**config.mk**
```make
export PLATFORM = sky130hd
export DESIGN_NAME = stream_out_unpacker_flat
export DESIGN_NICKNAME = d
export VERILOG_FILES = /design/src/fft_buf_pkg.sv /design/src/ram_if.sv /design/src/stream_out_unpacker.sv /design/src/flat_wrapper.sv
export SDC_FILE = /design/constraint.sdc
export NUM_CORES = 1
export LEC_CHECK = 0
export BUFFER_PORTS_ARGS = -buffer_cell sky130_fd_sc_hd__clkbuf_2
export CORE_AREA = 2 2 99 53
export DETAILED_ROUTE_END_ITERATION = 6
export DIE_AREA = 0 0 101 55
export PLACE_DENSITY = 0.82
export SLEW_MARGIN = 30
export SYNTH_ARGS = -nofsm -noshare
export SYNTH_HDL_FRONTEND = slang
export SYNTH_SLANG_ARGS = --single-unit
```
**constraint.sdc**
```tcl
create_clock -name axi_clk -period 1.8 [get_ports axi_clk]
set_input_delay 0.18 -clock axi_clk [delete_from_list [all_inputs] [get_ports axi_clk]]
set_output_delay 0.18 -clock axi_clk [all_outputs]
set_load 0.05 [all_outputs]
```
**src/fft_buf_pkg.sv**
```systemverilog
package fft_buf_pkg;

  // Bus and storage widths
  localparam int data_w      = 32;  // Stream and AXI-lite data
  localparam int word_w      = 64;  // RAM word, {y, x} in complex modes
  localparam int u_w         = 16;  // Integer sample
  localparam int axil_addr_w = 12;

  // Register map, one register only
  localparam logic [axil_addr_w-1:0] status_addr = '0;  // Done status on read, restart on write

  // Command beat, bits 3:2 must match to start a frame
  localparam logic [1:0] cmd_tag = 2'b01;

  // Transform mode, bit 1 picks the integer path
  typedef enum logic [1:0] {
    mode_fft  = 2'd0,
    mode_ifft = 2'd1,
    mode_ntt  = 2'd2,
    mode_intt = 2'd3
  } mode_e;

  // Frame phases seen by the controller
  typedef enum logic [1:0] {
    ph_cmd,   // Waiting for a command beat
    ph_in,    // Loading the frame
    ph_out,   // Streaming it back
    ph_done   // Complete, waits for restart
  } phase_e;

  // Output stage
  typedef enum logic [2:0] {
    os_idle,
    os_read,     // RAM read in flight
    os_beat_lo,  // x beat
    os_beat_hi,  // y beat
    os_int       // Single integer beat
  } out_state_e;

  // NTT and iNTT share the 16-bit path
  function automatic logic is_int(mode_e m);
    return m[1];
  endfunction

endpackage

```
**src/ram_if.sv**
```systemverilog
`timescale 1ns/1ps

interface ram_if
  import fft_buf_pkg::*;
#(
  parameter int addr_w = 10
) ();

  logic              en;   // Access this cycle
  logic              we;   // Write when set, read otherwise
  logic [addr_w-1:0] adr;
  logic [word_w-1:0] d;
  logic [word_w-1:0] q;    // Read data, one cycle after en

  // Stage side
  modport master (output en, we, adr, d, input q);

  // Memory side
  modport mem (input en, we, adr, d, output q);

endinterface

```
**src/stream_out_unpacker.sv**
```systemverilog
`timescale 1ns/1ps

module stream_out_unpacker
  import fft_buf_pkg::*;
#(
  parameter int frame_words = 1024
) (
  input  logic              axi_clk,
  input  logic              axi_reset_n,
  input  logic              unload,
  input  mode_e             mode,
  input  logic              sm_tready,
  output logic              sm_tvalid,
  output logic [data_w-1:0] sm_tdata,
  output logic              sm_tlast,
  output logic              unload_done,
  ram_if.master             rd
);

  localparam int addr_w = $clog2(frame_words);
  localparam logic [addr_w-1:0] last_adr = addr_w'(frame_words - 1);

  out_state_e        state;
  out_state_e        state_nxt;
  logic [addr_w-1:0] adr;
  logic              last_word;
  logic              word_end;  // Final beat of a word accepted

  assign last_word = (adr == last_adr);
  assign word_end  = sm_tready && ((state == os_beat_hi) || (state == os_int));

  // Read only port
  assign rd.en  = (state == os_read);
  assign rd.we  = 1'b0;
  assign rd.d   = '0;
  assign rd.adr = adr;

  always_comb begin
    state_nxt = state;
    case (state)
      os_idle:    if (unload) state_nxt = os_read;
      os_read:    state_nxt = is_int(mode) ? os_int : os_beat_lo;
      os_beat_lo: if (sm_tready) state_nxt = os_beat_hi;
      os_beat_hi,
      os_int:     if (sm_tready) state_nxt = last_word ? os_idle : os_read;
      default:    state_nxt = os_idle;
    endcase
  end

  always_ff @(posedge axi_clk or negedge axi_reset_n) begin
    if (!axi_reset_n) begin
      state <= os_idle;
      adr   <= '0;
    end else begin
      state <= state_nxt;
      if (!unload) adr <= '0;
      else if (word_end) adr <= last_word ? '0 : adr + 1'b1;  // Next word
    end
  end

  // Beats come straight off the RAM output register, stable under stall
  assign sm_tvalid = (state == os_beat_lo) || (state == os_beat_hi) || (state == os_int);

  always_comb begin
    case (state)
      os_beat_lo: sm_tdata = rd.q[data_w-1:0];         // x
      os_beat_hi: sm_tdata = rd.q[word_w-1:data_w];    // y
      os_int:     sm_tdata = data_w'(rd.q[u_w-1:0]);  // Zero-extended u
      default:    sm_tdata = '0;
    endcase
  end

  assign sm_tlast    = last_word && ((state == os_beat_hi) || (state == os_int));
  assign unload_done = sm_tlast && sm_tready;

endmodule

```
**src/flat_wrapper.sv**
```systemverilog
// flat-port wrapper written by rule: the top's interface ports become plain ports
module stream_out_unpacker_flat import fft_buf_pkg::*;
#(
  parameter int frame_words = 1024
)
  (axi_clk, axi_reset_n, unload, mode, sm_tready, sm_tvalid, sm_tdata, sm_tlast, unload_done, rd_en, rd_we, rd_adr, rd_d, rd_q);
  ram_if rd_i ();
  input  logic axi_clk;
  input  logic axi_reset_n;
  input  logic unload;
  input  mode_e mode;
  input  logic sm_tready;
  output logic sm_tvalid;
  output logic [data_w-1:0] sm_tdata;
  output logic sm_tlast;
  output logic unload_done;
  output wire logic [$bits(rd_i.en)-1:0] rd_en;
  output wire logic [$bits(rd_i.we)-1:0] rd_we;
  output wire logic [$bits(rd_i.adr)-1:0] rd_adr;
  output wire logic [$bits(rd_i.d)-1:0] rd_d;
  input wire logic [$bits(rd_i.q)-1:0] rd_q;
  assign rd_en = rd_i.en;
  assign rd_we = rd_i.we;
  assign rd_adr = rd_i.adr;
  assign rd_d = rd_i.d;
  assign rd_i.q = rd_q;
  stream_out_unpacker #(.frame_words(frame_words)) u_core (.axi_clk(axi_clk), .axi_reset_n(axi_reset_n), .unload(unload), .mode(mode), .sm_tready(sm_tready), .sm_tvalid(sm_tvalid), .sm_tdata(sm_tdata), .sm_tlast(sm_tlast), .unload_done(unload_done), .rd(rd_i));
endmodule
```
Word-level counts from Yosys, hierarchy flattened
Index checks and enable logic that the tools add are counted.
- muxes and demuxes: 10
- reduce and logical (&&, ||, !) cells: 9
- equal/unequal tests: 9
- add/sub/neg operators: 1
- operators with widths (operator ; count):
    32-bit one-hot mux with 3 select lines ; 1
    10-bit 2-to-1 mux ; 3
    3-bit 2-to-1 mux ; 4
    3-bit one-hot mux with 4 select lines ; 1
    10-bit by 1-bit adder with 10-bit output (second input constant) ; 1
    10-bit equality test (second input constant) ; 1
    3-bit by 2-bit equality test with 1-bit output (second input constant) ; 2
    2-bit != test (second input constant) ; 3
    3-bit by 1-bit equality test with 1-bit output (second input constant) ; 1
    3-bit equality test (second input constant) ; 1
    1-bit logical AND ; 3
    3-bit logical NOT ; 1
    1-bit logical OR ; 3
    3-bit AND reduction ; 1
    2-bit by 1-bit != test with 1-bit output (second input constant) ; 1
    2-bit OR reduction ; 1
    1-bit 2-to-1 mux ; 1
- output and inout bits: 111
- word-level logic and storage cells: 31
- flip-flop bits (word level): 13
- input port bits: 70

Depth between registers and ports, before layout
Gate-level depths: netlist of the first run.
- depth in word-level cells: 5
- depth in mapped cells: 5

Least setup slack after synthesis of the first run
No wires, ideal clock.
- path kind: register to output
- from: reg u_core.adr[5], in the netlist u_core.rd.adr[5]
- to: out sm_tlast
- required time: 1.620 ns
- cell stages (with the launch flop): 4
- slack: -0.296 ns
- path buffers: 0
- arrival time: 1.916 ns
- path through: dfrtp_1 -> and4_1 -> nand3_1 -> nor2_1
- word-level cells in the longest chain between the ends: 2
- RTL lines (item ; RTL line ; text):
    start: declaration ; stream_out_unpacker.sv:25 ; logic [addr_w-1:0] adr;
    start signal: assignment ; stream_out_unpacker.sv:57 ; else if (word_end) adr <= last_word ? '0 : adr + 1'b1;
    10-bit equality test ; stream_out_unpacker.sv:29 ; assign last_word = (adr == last_adr);
    1-bit logical AND ; stream_out_unpacker.sv:73 ; assign sm_tlast = last_word && ((state == os_beat_hi) || (state == os_int));
    end: declaration ; flat_wrapper.sv:15 ; output logic sm_tlast;
Every way passes these cells.

Worst setup path after layout of the first run
- from: reg u_core.state[1]
- to: out sm_tdata[29]
- word-level cells in the longest chain between the ends: 2
- elaborated cells between the ends (all ways): 4
- those cells by class: eq/ne (3); mux (1)
- RTL lines (item ; RTL line ; text):
    start: declaration ; stream_out_unpacker.sv:23 ; out_state_e state;
    start signal: assignment ; stream_out_unpacker.sv:52 ; state <= os_idle;
    start signal: assignment ; stream_out_unpacker.sv:55 ; state <= state_nxt;
    3-bit equality test / 3-bit by 2-bit equality test with 1-bit output (equally long branches) ; stream_out_unpacker.sv:65 ; case (state)
    32-bit one-hot mux with 3 select lines (*) ; stream_out_unpacker.sv:65 ;
    end: declaration ; flat_wrapper.sv:14 ; output logic [data_w-1:0] sm_tdata;
Mark *: on every way between the ends. The rest lies on a longest branch, timed or not.

==> results of run 1 <==
## logic make-up after synthesis
group / count (synthesis)
xor+xnor: 3
compound gates: 52
fa+ha+maj: 1
other cells: 1
buf+inv: 75
mux: 1
simple gates: 49
flops: 13
## Yosys cell counts (all sizes together) (3+ instances only)
library cell	count	area, µm²
buf	71	527
dfrtp	13	325
nand3	5	25.0
xnor2	3	26.3
nand2	10	37.5
a31oi	3	18.8
o21ai	3	18.8
a21oi	6	33.8
clkbuf	3	11.3
a22o	32	280
nand2b	4	25.0
nor2	13	48.8
## worst reg2reg max path, delay by kind of cell, from the launching register on
| family | cells | cell delay (ns) |
|---|---|---|
| and+or+nand+nor | 3 | 1.00 |
| AOI/OAI and AO/OA | 1 | 0.17 |
| DFF | 1 | 0.44 |
## layer usage
metal | wire [µm] | track usage (%) | part of all wire (%) | up-vias
li1 | - | - | - | 825
met1 | 2230 | 22.5 | 43 | 830
met4 | 19 | 1.35 | 0.37 | 0
met5 | 0 | 0 | 0 | -
met3 | 337 | 4.40 | 6.5 | 2
met2 | 2580 | 23.0 | 50 | 76
## flip-flops by register name, summed over array words and instances, names as in the netlist
signal,flops
u_core.rd.adr,10
u_core.state,3
## worst paths after layout
path	from	end	slack, ns
max reg2reg	u_core.rd.adr[7]$_DFFE_PN0P_	u_core.rd.adr[3]$_DFFE_PN0P_	0.11
min in group asynchronous	axi_reset_n	u_core.rd.adr[4]$_DFFE_PN0P_	0.37
min reg2reg	u_core.rd.adr[8]$_DFFE_PN0P_	u_core.rd.adr[8]$_DFFE_PN0P_	0.58
min	mode[1]	u_core.state[2]$_DFFE_PN0P_	0.22
max	u_core.state[1]$_DFFE_PN0P_	sm_tdata[29]	0.04
max in group asynchronous	axi_reset_n	u_core.rd.adr[1]$_DFFE_PN0P_	1.15
## layout make-up
type / instances / area [µm²]
Clock buffer: 4 / 45.0
Fill cell: 434 / 2220
Inverter: 1 / 3.75
Multi-Input combinational cell: 171 / 1040
Sequential cell: 13 / 332
Tap cell: 60 / 75.1
Timing Repair Buffer: 131 / 1010
## per-stage QoR
stage / cells / utilization, % / TNS (ns) / cell area [µm²]
after floorplan: 259 / - / -0.220 / 1870
after global placement: 373 / 47.5 / 0 / 2250
after detailed placement: 373 / 47.5 / 0 / 2250
after CTS: 379 / 51.4 / 0 / 2430
after global routing: 380 / 53.1 / -0.289 / 2510
final: 380 / 53.1 / 0 / 2510
## timing repair
| action | in CTS | in global routing |
|---|---|---|
| resized for setup | 34 | 35 |
| endpoints found under the hold margin | 13 | 0 |
| pin swaps | 0 | 3 |
| hold buffers | 1 | 0 |
| gates cloned | 0 | 0 |
| setup endpoints to repair | 34 | 36 |
| buffers inserted | 1 | 1 |
## where the power goes
part | internal [mW] | switching, mW | leakage [nW]
Combinational | 1.23 | 2.13 | 1.14
Clock | 0.157 | 0.109 | 0.0228
Sequential | 0.340 | 0.0677 | 0.170
==> metrics.yaml, run 1 <==
status: "completed"
insertion_delay_ns: 0.24
die_x_um: 101
critPathRequiredTime_ns: 1.62
syn_to_final_growth_pct: 55.8
numCtsBuffers: 3
port_buffers: 114
drive_above_1_share_pct: 50.3
clockBufferDepth: 2
ioPinCount: 181
drv_slew: 0
fin_crit_ns: 1.76
die_h_um: 55
grt_pass1_vias: 1268
async_reset_ff_share_pct: 100
core_area_um2: 4730
antenna_found_initial: 0
dr.pass1.iters: 4
wirelength_um: 5160
vias: 1733
hold_path_depth: 3
syn_inst: 195
nNetsFinal: 392
clock_sinks: 13
clock_skew_ns: 0.000642
muxShareOfSynthArea_pct: 0.621
yosysUniqueCellTypes: 39
grt_max_degree: 34
clkSlewWorstSetupHoldPaths_ns: 0.06
synth_top_family_by_area: "buffers and inverters"
cts_max_level: 1
critPathLaunchType: "flop"
ir_worst_vdd_uv: 1090
syn_avg_cell_area_um2: 8.26
ys_warn_count: 0
min_path_type: "in2reg"
cp_cell_sequence: "and3b_2 > buf_12 > a22o_2 > buf_4"
netlist_area_um2: 1610
slowest_stage: "dfrtp_2"
powerDensity_nw_per_um2: 1610
synth_fa_ha_area_share_pct: 0.776
cts_tree: "done"
cts-root-buf: "clkbuf_8"
synth_seq_area_share_pct: 20.2
drt_iter0_drc: 61
setup_viol: 0
crit_type: "reg2out"
max-cap-violations: 0
num_antenna_cells: 0
grt_pass1_wl_um: 6430
ys_ff_latch: 13
fp.dieArea_um2: 5560
synth_compound_area_share_pct: 25.8
start_util_pct: 34.1
power_mw: 4.04
max_freq_mhz: 570
gp_congestion: 0.931
rows: 18
drc: 0
final_cell_mix: "80 x clkbuf_2, 65 x conb_1, 23 x buf_4"
end_kind: "primary output"
synthSimpleGateAreaFrac_pct: 17.2
hold_viol_final: 0
worstPathArrival_ns: 1.58
path_depth: 4
final_common_cell: "clkbuf_2"
dpl.hpwl_um: 4150
vias_per_cell: 4.56
cellLeakagePower_nw: 1.34
crit_family: "flip-flops"
ant_nets: 0
fin_ws_ns: 0.0443
period_share_pct: 97.5
critical_path_buf_inv_count: 2
cpPeakStageDelay_ns: 0.45
hold_ws_ns: 0.216
pre_cts_ws_ns: 0.143
synth_xor_area_share_pct: 1.63
crit_fanout: 33
wl_per_cell_um: 13.6
grt-ovfl-total: 0
ys.flop_type: "dfrtp_1"
synth-edff-count: 0
rsz0062_at_grt: "yes"
r2r_cells: 4
grt_use_total_pct: 15.3
(Power assumes the default switching activity.)
==> inputs of run 2 (changes only) <==
- GPL_TIMING_DRIVEN: default -> 0
- clock period: 1.8 -> 2 ns (I/O delays scaled with it)
==> run 2 against run 1 <==
  * Clock power down 11%
  * Die area unchanged
  * Cell area up 7.9%
  * Sequential power down 16%
  * Sequential share of layout area down 1.1 points
  * Cell count up 16%
  * Global-route usage up 2.0 points
  * Count of clock-buffer cells in the layout unchanged
  * Clock skew up 0.0022 ns
  * Register-to-register slack better by 0.07 ns
  * Hold slack better by 0.023 ns
  * First-iteration DRC count up 15%
  * Highest routed layer unchanged
==> metrics.yaml, run 2 (same netlist as run 1, synthesis figures left out) <==
dr.pass1.iters: 4  # unchanged
vias: 1927  # was 1733
grt_pass1_vias: 1538  # was 1268
fp.dieArea_um2: 5560  # unchanged
status: "completed"  # unchanged
rows: 18  # unchanged
min_path_type: "in2reg"  # unchanged
ir_worst_vdd_uv: 911  # was 1090 µV
cpPeakStageDelay_ns: 0.46  # was 0.45 ns
clockBufferDepth: 2  # unchanged
drv_slew: 0  # unchanged
worstPathArrival_ns: 1.74  # was 1.58 ns
top_regs: "u_core.rd.adr x10, u_core.state x3"  # unchanged
insertion_delay_ns: 0.24  # about the same
cp_cell_sequence: "ha_1 > nand3_2 > nor2_1 > clkbuf_4"  # was and3b_2 > buf_12 > a22o_2 > buf_4
r2r_cells: 4  # unchanged
drt_iter0_drc: 70  # was 61
nNetsFinal: 454  # was 392
cts_tree: "done"  # unchanged
ant_nets: 0  # unchanged
wirelength_um: 5680  # was 5160 µm
crit_type: "reg2out"  # unchanged
drc: 0  # unchanged
setup_viol: 0  # unchanged
power_mw: 3.41  # was 4.04 mW
port_buffers: 114  # unchanged
powerDensity_nw_per_um2: 1260  # was 1610 nW/µm²
reg2reg_from: "u_core.rd.adr[0]$_DFFE_PN0P_"  # was u_core.rd.adr[7]$_DFFE_PN0P_
gp_congestion: 0.888  # was 0.931
grt-ovfl-total: 0  # unchanged
fillCellCount: 461  # was 434
die_h_um: 55  # unchanged
hp-start: "unload"  # was mode[1]
slowest_stage: "dfrtp_1"  # was dfrtp_2
rsz0062_at_grt: "yes"  # unchanged
grt_pass1_wl_um: 7470  # was 6430 µm
start_util_pct: 34.1  # unchanged
syn_to_final_growth_pct: 68.1  # was 55.8%
clkSlewWorstSetupHoldPaths_ns: 0.06  # about the same
end_kind: "primary output"  # unchanged
cellLeakagePower_nw: 1.60  # was 1.34 nW
grt_use_total_pct: 17.3  # was 15.3%
core_area_um2: 4730  # unchanged
regMostFlops: "u_core.rd.adr"  # unchanged
final_cell_mix: "87 x clkbuf_2, 83 x buf_4, 65 x conb_1"  # was 80 x clkbuf_2, 65 x conb_1, 23 x buf_4
reg2reg_slack_ns: 0.18  # was 0.11 ns
whs_endpoint: "u_core.rd.adr[4]$_DFFE_PN0P_"  # was u_core.state[2]$_DFFE_PN0P_
critPathRequiredTime_ns: 1.80  # was 1.62 ns
antenna_found_initial: 0  # unchanged
max-cap-violations: 0  # unchanged
final_common_cell: "clkbuf_2"  # unchanged
numCtsBuffers: 3  # unchanged
vias_per_cell: 4.36  # was 4.56
hold_path_depth: 3  # unchanged
max_freq_mhz: 516
die_x_um: 101  # unchanged
clock_sinks: 13  # unchanged
hold_viol_final: 0  # unchanged
dpl.hpwl_um: 4730  # was 4150 µm
drive_above_1_share_pct: 53.7  # was 50.3%
fin_crit_ns: 1.94
cts_max_level: 1  # unchanged
period_share_pct: 96.9
timing.rr.end: "u_core.rd.adr[3]$_DFFE_PN0P_"  # unchanged
cts-root-buf: "clkbuf_8"  # unchanged
critPathLaunchType: "flop"  # unchanged
clock_skew_ns: 0.00285  # was 0.000642 ns
finalNonFillerCells: 442  # was 380
postLayoutCoreUtil_pct: 57.3  # was 53.1%
wl_per_cell_um: 12.9  # was 13.6 µm
grt_max_degree: 14  # was 34
largest_reg_flops: 10  # unchanged
dp.cells: 433  # was 373
num_antenna_cells: 0  # unchanged
crit_fanout: 7  # was 33
ioPinCount: 181  # unchanged
==> run 2: cell count changes in the layout (fill, tap and decap cells not counted), sizes merged <==
cell	before	now
clkbuf	95	105
buf	39	91
==> run 2: where the power goes <==
| part | leakage [nW] | internal, mW | switching [mW] |
|---|---|---|---|
| Clock | 0.0228 | 0.141 | 0.0976 |
| Combinational | 1.40 | 0.892 | 1.94 |
| Sequential | 0.176 | 0.302 | 0.0392 |
| Total | 1.60 | 1.33 | 2.07 |
==> run 2: per-stage QoR <==
stage          cell area [µm²]   TNS, ns  worst slack (ns)  hold WS, ns
2_1_floorplan             1850    -0.231            -0.116      -0.0956
3_3_place_gp              2500   -0.0294           -0.0120        0.118
3_5_place_dp              2500    -0.289           -0.0432        0.119
4_1_cts                   2670         0         0.0000376        0.237
5_1_grt                   2710  -0.00681          -0.00681        0.252
6_report                  2710         0            0.0620        0.238
==> run 2: critical path: cells and delay by family (launching register included) <==
kind                     cells  cell delay [ns]
flip-flops                   1             0.46
AND/OR/NAND/NOR              2             0.42
adder cells (fa/ha/maj)      1             0.35
buffers and inverters        1             0.26
==> run 2: worst max path at each step <==
| stage | startpoint | end | slack (ns) | depth (start not counted) |
|---|---|---|---|---|
| 4_1_cts | u_core.rd.adr[5]$_DFFE_PN0P_ | unload_done | 0.00004 | 4 |
| 5_1_grt | u_core.rd.adr[0]$_DFFE_PN0P_ | unload_done | -0.007 | 4 |
| 3_3_place_gp | u_core.state[2]$_DFFE_PN0P_ | sm_tdata[25] | -0.01 | 6 |
| 3_5_place_dp | u_core.state[2]$_DFFE_PN0P_ | sm_tdata[25] | -0.04 | 6 |
| 6_report | u_core.rd.adr[0]$_DFFE_PN0P_ | sm_tlast | 0.06 | 4 |
| 2_1_floorplan | u_core.rd.adr[5]$_DFFE_PN0P_ | sm_tlast | -0.12 | 3 |
==> run 2: layer usage <==
| layer | wire length, µm | GRT usage [%] | vias up |
|---|---|---|---|
| met5 | 0 | 0 | - |
| met4 | 51 | 3.15 | 0 |
| met3 | 421 | 3.89 | 8 |
| met2 | 2880 | 27.0 | 80 |
| met1 | 2330 | 24.9 | 888 |
| li1 | - | - | 951 |
==> run 2: timing repair <==
item | 4_1_cts | 5_1_grt
endpoints found under the setup margin | 31 | 25
pin swaps | 1 | 1
hold buffers | 1 | 0
resized for setup | 32 | 32
setup buffers | 4 | 0
endpoints found under the hold margin | 13 | 0
==> run 2: area by class of cell <==
class | count | area [µm²] | share of cell area (%)
inverters | 1 | 3.75 | 0.139
plain buffers | 74 | 551 | 20.3
clock buffers | 4 | 45.0 | 1.66
flip-flops and latches | 13 | 327 | 12.1
well taps | 60 | 75.1 | 2.77
multi-input cells | 171 | 1020 | 37.5
repair buffers | 119 | 692 | 25.5
==> inputs of run 3 (changes only) <==
- clock period: 2 -> 2.1 ns (I/O delays scaled with it)
==> run 3 against run 2 <==
  * Total power is 8.8% lower
  * Flip-flop and latch count unchanged
  * Hold slack better by 0.0084 ns
  * Largest power group unchanged
  * Die area stayed put
  * Cell count fell by 0.45%
  * Routed wire length decreased by 1.6%
  * Sequential power shrank 5%
  * Clock skew down 0.0013 ns
  * Via count shrank 0.93%
  * Sequential share of layout area up 0.34 points
  * Critical endpoint is now sm_tdata[0]
==> metrics.yaml, run 3 (same netlist as run 1, synthesis figures left out) <==
insertion_delay_ns: 0.24  # about the same
start_util_pct: 34.1  # unchanged
top_regs: "u_core.rd.adr x10, u_core.state x3"  # unchanged
r2r_cells: 4  # unchanged
clock_skew_ns: 0.00152  # was 0.00285 ns
fin_crit_ns: 2.03
ir_worst_vdd_uv: 880  # was 911 µV
antenna_found_initial: 0  # unchanged
switching_power_mw: 1.96  # was 2.07 mW
powerDensity_nw_per_um2: 1180  # was 1260 nW/µm²
worstPathArrival_ns: 1.82  # was 1.74 ns
core_area_um2: 4730  # unchanged
final_common_cell: "clkbuf_2"  # unchanged
cts_max_level: 1  # unchanged
port_buffers: 114  # unchanged
fp.dieArea_um2: 5560  # unchanged
fin_ws_ns: 0.0743  # was 0.0620 ns
hold_ws_ns: 0.247  # was 0.238 ns
crit_fanout: 10  # was 7
crit_type: "reg2out"  # unchanged
critPathRequiredTime_ns: 1.89  # was 1.80 ns
cts_tree: "done"  # unchanged
gp_congestion: 0.888  # unchanged
clock_sinks: 13  # unchanged
period_share_pct: 96.5
hp-start: "unload"  # unchanged
swShare_pct: 62.9  # was 60.8%
setup_viol: 0  # unchanged
pre_cts_ws_ns: 0.0468  # was -0.0432 ns
power_mw: 3.11  # was 3.41 mW
grt_max_degree: 14  # unchanged
reg2reg_slack_ns: 0.28  # was 0.18 ns
setup.worst_path.end: "sm_tdata[0]"  # was sm_tlast
wirelength_um: 5590  # was 5680 µm
drive_above_1_share_pct: 53.2  # was 53.7%
place_area_um2: 2500  # unchanged
max-cap-violations: 0  # unchanged
clockBufferDepth: 2  # unchanged
end_kind: "primary output"  # unchanged
nNetsFinal: 452  # was 454
grt_use_total_pct: 17.1  # was 17.3%
ioPinCount: 181  # unchanged
dpl.hpwl_um: 4730  # unchanged
vias: 1909  # was 1927
largest_reg_flops: 10  # unchanged
dr.pass1.iters: 4  # unchanged
rows: 18  # unchanged
timing.rr.end: "u_core.rd.adr[3]$_DFFE_PN0P_"  # unchanged
hold_viol_final: 0  # unchanged
grt_pass1_wl_um: 7390  # was 7470 µm
postLayoutCoreUtil_pct: 55.7  # was 57.3%
combPwrFrac_pct: 82.3  # was 83.0%
wl_per_cell_um: 12.7  # was 12.9 µm
drc: 0  # unchanged
drt_iter0_drc: 94  # was 70
num_antenna_cells: 0  # unchanged
cellLeakagePower_nw: 1.57  # was 1.60 nW
power_frac_clock_pct: 7.3  # was 7.0%
final_cell_mix: "96 x clkbuf_2, 70 x buf_4, 65 x conb_1"  # was 87 x clkbuf_2, 83 x buf_4, 65 x conb_1
die_h_um: 55  # unchanged
internal_power_mw: 1.15  # was 1.33 mW
cts-root-buf: "clkbuf_8"  # unchanged
seqPwrFrac_pct: 10.4  # was 10.0%
die_x_um: 101  # unchanged
reg2reg_from: "u_core.rd.adr[0]$_DFFE_PN0P_"  # unchanged
numCtsBuffers: 3  # unchanged
max_freq_mhz: 494
regMostFlops: "u_core.rd.adr"  # unchanged
ant_nets: 0  # unchanged
status: "completed"  # unchanged
rsz0062_at_grt: "no"  # was yes
vias_per_cell: 4.34  # was 4.36
clkSlewWorstSetupHoldPaths_ns: 0.05  # was 0.06 ns
crit_path_start: "u_core.state[2]$_DFFE_PN0P_"  # was u_core.rd.adr[0]$_DFFE_PN0P_
min_path_type: "in2reg"  # unchanged
critPathLaunchType: "flop"  # unchanged
syn_to_final_growth_pct: 63.5  # was 68.1%
grt-ovfl-total: 0  # unchanged
drv_slew: 0  # unchanged
design_area_um2: 2640  # was 2710 µm²
grt_pass1_vias: 1496  # was 1538
run 3: cell types whose count changed in the layout (fill, tap and decap cells not counted), sizes merged:
cell,before,now
buf,91,80
clkbuf,105,114
run 3: timing repair:
| item | in CTS | in global routing |
|---|---|---|
| pin swaps | 1 | 1 |
| cloned | 0 | 0 |
| endpoints found under the hold margin | 13 | 0 |
| setup buffers | 1 | 1 |
| setup endpoints to repair | 21 | 31 |
| hold buffers | 1 | 0 |
| resized for setup | 19 | 16 |
run 3: how the worst min path moves through the flow:
| stage | cells after the start | end | slack, ns |
|---|---|---|---|
| global placement | 1 | u_core.rd.adr[6]$_DFFE_PN0P_ | 0.13 |
| detailed placement | 1 | u_core.rd.adr[6]$_DFFE_PN0P_ | 0.13 |
| finish | 3 | u_core.rd.adr[4]$_DFFE_PN0P_ | 0.25 |
| global route | 3 | u_core.rd.adr[4]$_DFFE_PN0P_ | 0.26 |
| CTS | 3 | u_core.rd.adr[4]$_DFFE_PN0P_ | 0.25 |
| floorplan | 0 | u_core.rd.adr[0]$_DFFE_PN0P_ | -0.09 |
run 3: per-stage QoR:
step / setup TNS (ns) / instances
6_report: 0 / 440
5_1_grt: 0 / 440
4_1_cts: 0 / 439
3_5_place_dp: 0 / 433
3_3_place_gp: 0 / 433
2_1_floorplan: -0.0515 / 259
run 3: worst max-delay path: stages (launching register included):
cell,delay (ns)
dfrtp_1,0.37
buf_4,0.17
nand2b_2,0.23
a21oi_4,0.18
buf_4,0.19
a22o_1,0.18
clkbuf_4,0.24
run 3: area by class of cell:
class / count / area (µm²)
tap: 60 / 75.1
sequential: 13 / 327
buffer: 74 / 547
multi-input combinational: 171 / 1010
timing repair buffer: 117 / 631
inverter: 1 / 3.75
fill: 474 / 2090
clock buffer: 4 / 45.0
run 3: routing by layer:
metal  GRT usage [%]  vias up  share of wire, %
met4            2.93        0               1.0
met3            3.89        8               7.2
met1            25.0      873                41
met5               0        -                 0
met2            26.3       80                50
li1                -      948                 -
run 3: power groups by stage:
stage | registers [mW] | logic (mW) | clock network [mW]
finish | 0.325 | 2.56 | 0.226
global route | 0.330 | 2.69 | 0.245
CTS | 0.323 | 2.53 | 0.228
detailed placement | 0.327 | 2.42 | 0
global placement | 0.324 | 2.40 | 0
floorplan | 0.355 | 1.91 | 0
